## src/source/rv_track_pkg.sv

```systemverilog
`default_nettype none

package rv_track_pkg;

    // Widths with a meaning of their own
    typedef logic [31:0] inst_t;
    typedef logic [31:0] pc_t;
    typedef logic [31:0] imm_t;
    typedef logic [2:0]  funct3_t;
    typedef logic [6:0]  funct7_t;

    // Major opcodes of RV32I, bits 6:0 of the word
    typedef enum logic [6:0] {
        OPC_R     = 7'b0110011, // Register-register ALU
        OPC_I     = 7'b0010011, // OP-IMM incl. shifts
        OPC_IL    = 7'b0000011, // Loads
        OPC_JALR  = 7'b1100111,
        OPC_S     = 7'b0100011, // Stores
        OPC_B     = 7'b1100011, // Conditional branches
        OPC_JAL   = 7'b1101111,
        OPC_LUI   = 7'b0110111,
        OPC_AUIPC = 7'b0010111,
        OPC_FENCE = 7'b0001111, // FENCE, FENCE.TSO, PAUSE
        OPC_E     = 7'b1110011  // ECALL, EBREAK
    } opcode_t;

    // ADDI x0, x0, 0
    localparam inst_t NOP_INST = 32'h0000_0013;

    localparam pc_t PC_RESET = 32'h0000_0000;

    // IF, PD, ID, EX, MEM, WB
    localparam int NUM_STAGES = 6;

endpackage

`default_nettype wire

```

## src/source/rv_legality_check.sv

```systemverilog
`timescale 1ns/1ps
`default_nettype none

module rv_legality_check (
    input  rv_track_pkg::inst_t inst_i,
    output logic                illegal_o
);
    import rv_track_pkg::*;

    // funct7 of SUB, SRA and SRAI
    localparam funct7_t F7_ALT  = 7'b0100000;
    localparam funct7_t F7_BASE = 7'b0000000;

    opcode_t   opcode;
    funct3_t   funct3;
    funct7_t   funct7;
    logic [1:0] jal_align;
    logic [1:0] jalr_align;
    logic [1:0] br_align;
    logic      legal;

    assign opcode = opcode_t'(inst_i[6:0]);
    assign funct3 = inst_i[14:12];
    assign funct7 = inst_i[31:25];

    // Low bits of the target offsets
    assign jal_align  = {inst_i[21], 1'b0};  // J imm bit 1 lives at inst[21]
    assign jalr_align = inst_i[21:20];
    assign br_align   = {inst_i[8], 1'b0};   // B imm bit 1 lives at inst[8]

    always_comb begin
        legal = 1'b0;
        case (opcode)
            OPC_LUI, OPC_AUIPC: begin
                legal = 1'b1;
            end
            OPC_JAL: begin
                legal = (jal_align == 2'b00);
            end
            OPC_JALR: begin
                legal = (funct3 == 3'b000) && (jalr_align == 2'b00);
            end
            OPC_B: begin
                // 010 and 011 are unassigned branch encodings
                legal = (funct3 != 3'b010) && (funct3 != 3'b011) && (br_align == 2'b00);
            end
            OPC_IL: begin
                legal = (funct3 inside {3'b000, 3'b001, 3'b010, 3'b100, 3'b101});
            end
            OPC_S: begin
                legal = (funct3 inside {3'b000, 3'b001, 3'b010});
            end
            OPC_I: begin
                if (funct3 == 3'b001) begin
                    legal = (funct7 == F7_BASE);                          // SLLI
                end else if (funct3 == 3'b101) begin
                    legal = (funct7 == F7_BASE) || (funct7 == F7_ALT);    // SRLI, SRAI
                end else begin
                    legal = 1'b1;
                end
            end
            OPC_R: begin
                if (funct7 == F7_BASE) begin
                    legal = 1'b1;
                end else begin
                    // Only SUB and SRA take the alternate funct7
                    legal = (funct7 == F7_ALT) && ((funct3 == 3'b000) || (funct3 == 3'b101));
                end
            end
            OPC_FENCE: begin
                legal = (funct3 == 3'b000);
            end
            OPC_E: begin
                // ECALL or EBREAK with all other fields zero
                legal = (inst_i[19:7] == 13'd0) &&
                        ((inst_i[31:20] == 12'd0) || (inst_i[31:20] == 12'd1));
            end
            default: begin
                legal = 1'b0;
            end
        endcase
    end

    assign illegal_o = ~legal;

endmodule

`default_nettype wire

```

## src/source/rv_imm_gen.sv

```systemverilog
`timescale 1ns/1ps
`default_nettype none

module rv_imm_gen (
    input  rv_track_pkg::inst_t inst_i,
    output rv_track_pkg::imm_t  imm_o
);
    import rv_track_pkg::*;

    opcode_t opcode;
    imm_t    imm_i_type;
    imm_t    imm_s_type;
    imm_t    imm_b_type;
    imm_t    imm_j_type;
    imm_t    imm_u_type;

    assign opcode = opcode_t'(inst_i[6:0]);

    // All formats sign-extend from bit 31
    assign imm_i_type = {{20{inst_i[31]}}, inst_i[31:20]};
    assign imm_s_type = {{20{inst_i[31]}}, inst_i[31:25], inst_i[11:7]};
    assign imm_b_type = {{19{inst_i[31]}}, inst_i[31], inst_i[7], inst_i[30:25],
                         inst_i[11:8], 1'b0};
    assign imm_j_type = {{11{inst_i[31]}}, inst_i[31], inst_i[19:12], inst_i[20],
                         inst_i[30:21], 1'b0};
    assign imm_u_type = {inst_i[31:12], 12'd0};

    always_comb begin
        case (opcode)
            OPC_I, OPC_IL, OPC_JALR, OPC_E: imm_o = imm_i_type;
            OPC_S:                          imm_o = imm_s_type;
            OPC_B:                          imm_o = imm_b_type;
            OPC_JAL:                        imm_o = imm_j_type;
            OPC_LUI, OPC_AUIPC:             imm_o = imm_u_type;
            default:                        imm_o = '0; // OP, FENCE, unknown
        endcase
    end

endmodule

`default_nettype wire

```

## src/source/pipe_follower.sv

```systemverilog
`timescale 1ns/1ps
`default_nettype none

module pipe_follower #(
    parameter rv_track_pkg::pc_t PC_RESET = rv_track_pkg::PC_RESET
) (
    input  logic                clk,
    input  logic                rst,
    input  rv_track_pkg::inst_t inst_i,
    input  rv_track_pkg::pc_t   pc_i,
    input  logic                valid_i,
    input  logic                illegal_i,
    input  logic                pd_stall_i,
    input  logic                id_stall_i,
    input  logic                ex_stall_i,
    input  logic                wb_stall_i,
    input  logic                pd_flush_i,
    input  logic                bu_flush_i,
    output rv_track_pkg::inst_t wb_inst_o,
    output rv_track_pkg::pc_t   wb_pc_o,
    output logic                wb_bubble_o,
    output logic                wb_retire_o
);
    import rv_track_pkg::*;

    inst_t if_inst, pd_inst, id_inst, ex_inst, mem_inst, wb_inst;
    pc_t   if_pc, pd_pc, id_pc, ex_pc, mem_pc, wb_pc;
    logic  if_bubble, pd_bubble, ex_bubble, mem_bubble, wb_bubble;
    logic  id_bubble_r;
    logic  id_bubble;   // Visible ID bubble
    logic  retire;

    // IF, held by pd_stall
    always_ff @(posedge clk) begin
        if (rst) begin
            if_inst   <= NOP_INST;
            if_pc     <= PC_RESET;
            if_bubble <= 1'b1;
        end else begin
            if (!pd_stall_i) begin
                if_inst <= inst_i;
                if_pc   <= pc_i;
            end
            if (pd_flush_i) begin
                if_bubble <= 1'b1;
            end else if (!pd_stall_i) begin
                if_bubble <= ~valid_i | illegal_i; // No fetch or bad word
            end
        end
    end

    // PD, held by id_stall
    always_ff @(posedge clk) begin
        if (rst) begin
            pd_inst   <= NOP_INST;
            pd_pc     <= PC_RESET;
            pd_bubble <= 1'b1;
        end else begin
            if (!id_stall_i) begin
                pd_inst <= if_inst;
                pd_pc   <= if_pc;
            end
            if (bu_flush_i) begin
                pd_bubble <= 1'b1;
            end else if (!id_stall_i) begin
                pd_bubble <= if_bubble;
            end
        end
    end

    // ID, held by ex_stall
    always_ff @(posedge clk) begin
        if (rst) begin
            id_inst     <= NOP_INST;
            id_pc       <= PC_RESET;
            id_bubble_r <= 1'b1;
        end else begin
            if (!ex_stall_i) begin
                id_inst <= pd_inst;
                id_pc   <= pd_pc;
            end
            if (bu_flush_i) begin
                id_bubble_r <= 1'b1;
            end else if (!ex_stall_i) begin
                id_bubble_r <= pd_bubble | id_stall_i; // Decode hold inserts a bubble
            end
        end
    end

    // A stalled or flushed ID never hands a live instruction to EX
    assign id_bubble = id_bubble_r | ex_stall_i | bu_flush_i;

    // EX
    always_ff @(posedge clk) begin
        if (rst) begin
            ex_inst   <= NOP_INST;
            ex_pc     <= PC_RESET;
            ex_bubble <= 1'b1;
        end else if (!ex_stall_i) begin
            ex_inst   <= id_inst;
            ex_pc     <= id_pc;
            ex_bubble <= id_bubble;
        end
    end

    // MEM and WB move together under wb_stall
    always_ff @(posedge clk) begin
        if (rst) begin
            mem_inst   <= NOP_INST;
            mem_pc     <= PC_RESET;
            mem_bubble <= 1'b1;
            wb_inst    <= NOP_INST;
            wb_pc      <= PC_RESET;
            wb_bubble  <= 1'b1;
        end else if (!wb_stall_i) begin
            mem_inst   <= ex_inst;
            mem_pc     <= ex_pc;
            mem_bubble <= ex_bubble;
            wb_inst    <= mem_inst;
            wb_pc      <= mem_pc;
            wb_bubble  <= mem_bubble;
        end
    end

    // Pulses only on a fresh load, so a held WB retires once
    always_ff @(posedge clk) begin
        if (rst) begin
            retire <= 1'b0;
        end else begin
            retire <= ~wb_stall_i & ~mem_bubble;
        end
    end

    assign wb_inst_o   = wb_inst;
    assign wb_pc_o     = wb_pc;
    assign wb_bubble_o = wb_bubble;
    assign wb_retire_o = retire;

endmodule

`default_nettype wire

```

## src/source/rv_pipe_tracker.sv

```systemverilog
`timescale 1ns/1ps
`default_nettype none

module rv_pipe_tracker #(
    parameter rv_track_pkg::pc_t PC_RESET = rv_track_pkg::PC_RESET
) (
    input  logic                clk,
    input  logic                rst,
    input  rv_track_pkg::inst_t fetch_inst_i,
    input  rv_track_pkg::pc_t   fetch_pc_i,
    input  logic                fetch_valid_i,
    input  logic                pd_stall_i,
    input  logic                id_stall_i,
    input  logic                ex_stall_i,
    input  logic                wb_stall_i,
    input  logic                pd_flush_i,
    input  logic                bu_flush_i,
    output logic                fetch_illegal_o,
    output rv_track_pkg::inst_t wb_inst_o,
    output rv_track_pkg::pc_t   wb_pc_o,
    output rv_track_pkg::imm_t  wb_imm_o,
    output logic                wb_bubble_o,
    output logic                wb_retire_o
);

    logic illegal; // Checker verdict on the fetched word

    rv_legality_check u_legality (
        .inst_i    (fetch_inst_i),
        .illegal_o (illegal)
    );

    assign fetch_illegal_o = illegal;

    pipe_follower #(
        .PC_RESET (PC_RESET)
    ) u_follower (
        .clk         (clk),
        .rst         (rst),
        .inst_i      (fetch_inst_i),
        .pc_i        (fetch_pc_i),
        .valid_i     (fetch_valid_i),
        .illegal_i   (illegal),
        .pd_stall_i  (pd_stall_i),
        .id_stall_i  (id_stall_i),
        .ex_stall_i  (ex_stall_i),
        .wb_stall_i  (wb_stall_i),
        .pd_flush_i  (pd_flush_i),
        .bu_flush_i  (bu_flush_i),
        .wb_inst_o   (wb_inst_o),
        .wb_pc_o     (wb_pc_o),
        .wb_bubble_o (wb_bubble_o),
        .wb_retire_o (wb_retire_o)
    );

    // Immediate of whatever sits in WB
    rv_imm_gen u_imm_gen (
        .inst_i (wb_inst_o),
        .imm_o  (wb_imm_o)
    );

endmodule

`default_nettype wire

```

## config.mk

```make
export PLATFORM = sky130hd
export DESIGN_NAME = rv_pipe_tracker
export DESIGN_NICKNAME = d
export VERILOG_FILES = /design/src/source/rv_track_pkg.sv /design/src/source/rv_legality_check.sv /design/src/source/rv_imm_gen.sv /design/src/source/pipe_follower.sv /design/src/source/rv_pipe_tracker.sv
export SDC_FILE = /design/constraint.sdc
export NUM_CORES = 1
export LEC_CHECK = 0
export BUFFER_PORTS_ARGS = -buffer_cell sky130_fd_sc_hd__buf_2
export CAP_MARGIN = 20
export CORE_ASPECT_RATIO = 1.1
export CORE_MARGIN = 10
export CORE_UTILIZATION = 50
export CTS_CLUSTER_SIZE = 25
export DETAILED_ROUTE_END_ITERATION = 12
export PLACE_DENSITY = 0.73
export SYNTH_ARGS = -nofsm -noshare
export SYNTH_HDL_FRONTEND = slang
export SYNTH_HIERARCHICAL = 1
export SYNTH_SLANG_ARGS = --single-unit
```

## constraint.sdc

```tcl
create_clock -name clk -period 1.9 [get_ports clk]
set_clock_uncertainty 0.05 [all_clocks]
set_input_delay 0.19 -clock clk [delete_from_list [all_inputs] [get_ports clk]]
set_output_delay 0.19 -clock clk [all_outputs]
set_load 0.01 [all_outputs]
```

==> run summary <==
final setup vio count = 32
Period minus WS final = 2.09 ns
GR Overflow Total = 0
measured slew at the worst slew-check pin = 0.579 ns
global-route wire length before repair = 51900 µm
pin count of the biggest net entering global routing = 82
die width = 184 µm
Synth Area in XOR/XNOR = 0.0590%
RSZ-0062 raised after global routing = yes
antenna violations before repair = 3
Mapped Avg Cell Area = 10.7 µm²
router iterations before antenna repair = 5
number of failing hold endpoints at the final stage = 0
Worst-Skew Late Latency = 0.51 ns
Synth Flop Type = dfxtp_1
share of layout cells above drive strength 1 = 19.9%
CP Capture Type = primary output
FF/Latch Area = 0.00785 mm²
Sw Ratio = 21.6%
Fillers = 2345
Clock Tree Root = clkbuf_16
vias in the first global route = 10299
Post-Layout Cell Count = 2026
die height = 201 µm
initial core utilization = 50.5%
period utilization = 110%
most frequent cell after synthesis = dfxtp_1
register area share after synthesis = 52.8%
Max IR drop VDD = 801 µV
TritonCTS buffer count = 38
Placed Area = 0.0158 mm²
Synth Area in Compound Gates = 3.71%
Max Clock Freq = 478 MHz
Routed Antenna Nets = 0
CTS tree = built
mux share of post-synthesis cell area = 24.8%
clock power share = 45.3%
worst setup path endpoint = wb_imm_o[11]
Yosys cell types = 53
DR WL/cell = 15.8 µm
pre-CTS worst setup slack = -0.0896 ns
dpl cells = 1881
main combinational cell family by area after synthesis = multiplexers
routability cong. = 0.830
Core Rows = 66
Post-Syn Area = 0.0148 mm²
via total after detailed routing = 10384
DIE AREA = 0.0370 mm²
Worst EP arrival = 1.85 ns
area of the core = 0.0294 mm²
class of the worst hold path = input pin to flop
total power = 17600 µW
GRT Total Usage = 16.6%
placed wire-length estimate = 20700 µm
Design Area, Final = 0.0182 mm²
internal power = 13800 µW
routed wire length = 32000 µm
clk slew on worst S/H paths = 0.06 ns
Reg2Reg Depth = 3
failing checks = negative setup slack
worst flop-to-flop path startpoint = u_follower/if_bubble
Worst Path Max Fanout = 5
DRC = 0
logic gate share of total power = 6.5%
Synth Area in Simple Gates = 12.9%
reg2reg end = u_follower/if_bubble
Initial DRC Count = 504
max-cap viol count = 0
Yosys Warn Count = 6
Synth top cells by count = 391 x dfxtp_1, 377 x nor2_1, 368 x mux2i_1, 22 x clkbuf_1, 22 x nor2b_1
kind of critical path = flop to primary output
vias per cell = 5.13
post-synthesis async set-or-reset flop share = 0%
Seq pwr share = 48.2%
Port Buf Inserts = 171
final setup TNS = -4.35 ns
cell count after synthesis = 1385
Switching Power = 3810 µW
power per cell area = 968 mW/mm²
Longest Clk Path Bufs = 3
CP startpoint kind = flop
Clock Sinks = 391
Syn Nets = 1458
Layout Nets = 1696
Yosys reg bits = 391
top cell type by total area after synthesis = dfxtp_1
Slew Limit Fails = 0
Post-synth EDFFs = 0
H-Tree Depth = 2
LEAKAGE = 0.00860 µW
final setup margin = -0.194 ns
Yosys top cell area share = 52.8%
IO Count = 172
status = complete, but fails checks
Slew Limit Headroom = 61.4%
area of the multi-input gates = 0.00632 mm²
Required @ worst endpoint = 1.66 ns
post-synthesis adder-cell area fraction = 0%
Synth-to-Final Area Change = 22.6%
slack of the worst reg-to-reg path = 0.69 ns
Worst Setup SP = u_follower/wb_inst_o[4]
largest cells by area after synthesis = dfxtp_1 53%, mux2i_1 25%, nor2_1 9.5%
[logic make-up (layout without fill, tap and decap cells)]
kind of cell,count (synthesis),after routing
mux,368,368
other cells,0,1
compound gates,70,71
flops,391,391
buf+inv,97,361
simple gates,458,459
xor+xnor,1,1
[metal layers]
layer	wire length, µm	GRT usage, %	share of wire, %
met1	14700	21.0	46
met2	14900	27.2	47
met3	1620	3.80	5.0
met4	778	5.24	2.4
met5	33	0	0.10
[cells in the final DEF (no fill, tap or decap), types with 3 or more instances in the layout]
cell type,netlist,routed
a211o_1,21,21
a21o_1,19,19
a21oi_1,6,5
a22o_1,4,4
a31oi_4,0,3
and3_1,8,8
buf_12,13,12
buf_2,20,155
buf_4,9,43
buf_6,21,14
bufinv_16,0,5
clkbuf_1,22,6
clkbuf_16,0,42
clkbuf_8,0,6
clkinv_2,0,7
dfxtp_1,391,383
dfxtp_4,0,6
dlygate4sd3_1,0,64
mux2i_1,368,368
nand2_1,9,8
nand3_1,6,4
nor2_1,377,374
nor2_4,0,3
nor2b_1,22,22
nor3_1,6,5
nor4_1,6,5
o21ai_1,2,4
[metrics by stage]
step                      hold slack [ns]  utilization, %
final                              0.0438            61.9
after global routing               0.0450            61.9
after CTS                          0.0169            61.3
after detailed placement            0.362            53.9
after global placement              0.359            53.9
after floorplan                     0.242               -
[how the worst min path moves through the flow]
stage	start	to	slack, ns	cells past startpoint
after floorplan	bu_flush_i	u_follower/pd_bubble	0.24	2
after global placement	pd_flush_i	u_follower/if_bubble	0.36	3
after detailed placement	pd_flush_i	u_follower/if_bubble	0.36	3
after CTS	fetch_inst_i[0]	u_follower/if_inst[0]	0.02	3
after global routing	fetch_inst_i[0]	u_follower/if_inst[0]	0.04	3
final	fetch_inst_i[0]	u_follower/if_inst[0]	0.04	3
[critical path: stages, from the launching register on]
cell and delay (ns):
dfxtp_4 0.35, and2b_2 0.28, nand3_4 0.16, buf_4 0.18
o211ai_1 0.08, o2bb2ai_1 0.14, buf_2 0.15
[power groups by stage]
| stage | sequential [µW] | combinational, µW | clock [µW] |
|---|---|---|---|
| floorplan | 8640 | 818 | 0 |
| global placement | 8670 | 1000 | 0 |
| detailed placement | 8680 | 1020 | 0 |
| CTS | 8490 | 1140 | 8110 |
| global route | 8500 | 1240 | 8460 |
| finish | 8490 | 1150 | 7970 |
[registers in the layout (all words and copies together) (netlist names)]
signal                  cells
u_follower/id_bubble_r      1
u_follower/mem_inst        32
u_follower/mem_pc          32
u_follower/wb_inst_o       32
u_follower/ex_inst         32
u_follower/wb_pc_o         32
u_follower/if_pc           32
u_follower/pd_pc           32
u_follower/id_pc           32
u_follower/wb_bubble_o      1
u_follower/ex_bubble        1
u_follower/if_bubble        1
u_follower/wb_retire_o      1
u_follower/ex_pc           32
u_follower/mem_bubble       1
u_follower/if_inst         32
u_follower/pd_bubble        1
u_follower/pd_inst         32
u_follower/id_inst         32
[area by class of cell]
type / instances / share of cell area [%]
sequential: 391 / 43.2
multi-input combinational: 899 / 34.8
timing repair buffer: 291 / 12.1
clock buffer: 53 / 6.22
tap: 374 / 2.57
clock inverter: 15 / 1.17
inverter: 2 / 0.0413
antenna: 1 / 0.0138
[repair_timing]
| action | in CTS | in global routing |
|---|---|---|
| setup endpoints to repair | 33 | 34 |
| pin swaps | 16 | 19 |
| buffers inserted | 5 | 4 |
| gates cloned | 2 | 1 |
| gates resized for setup | 35 | 23 |
| endpoints found under the hold margin | 65 | 0 |
| hold buffers | 64 | 0 |
No activity file was read; power rests on OpenSTA's default activity.
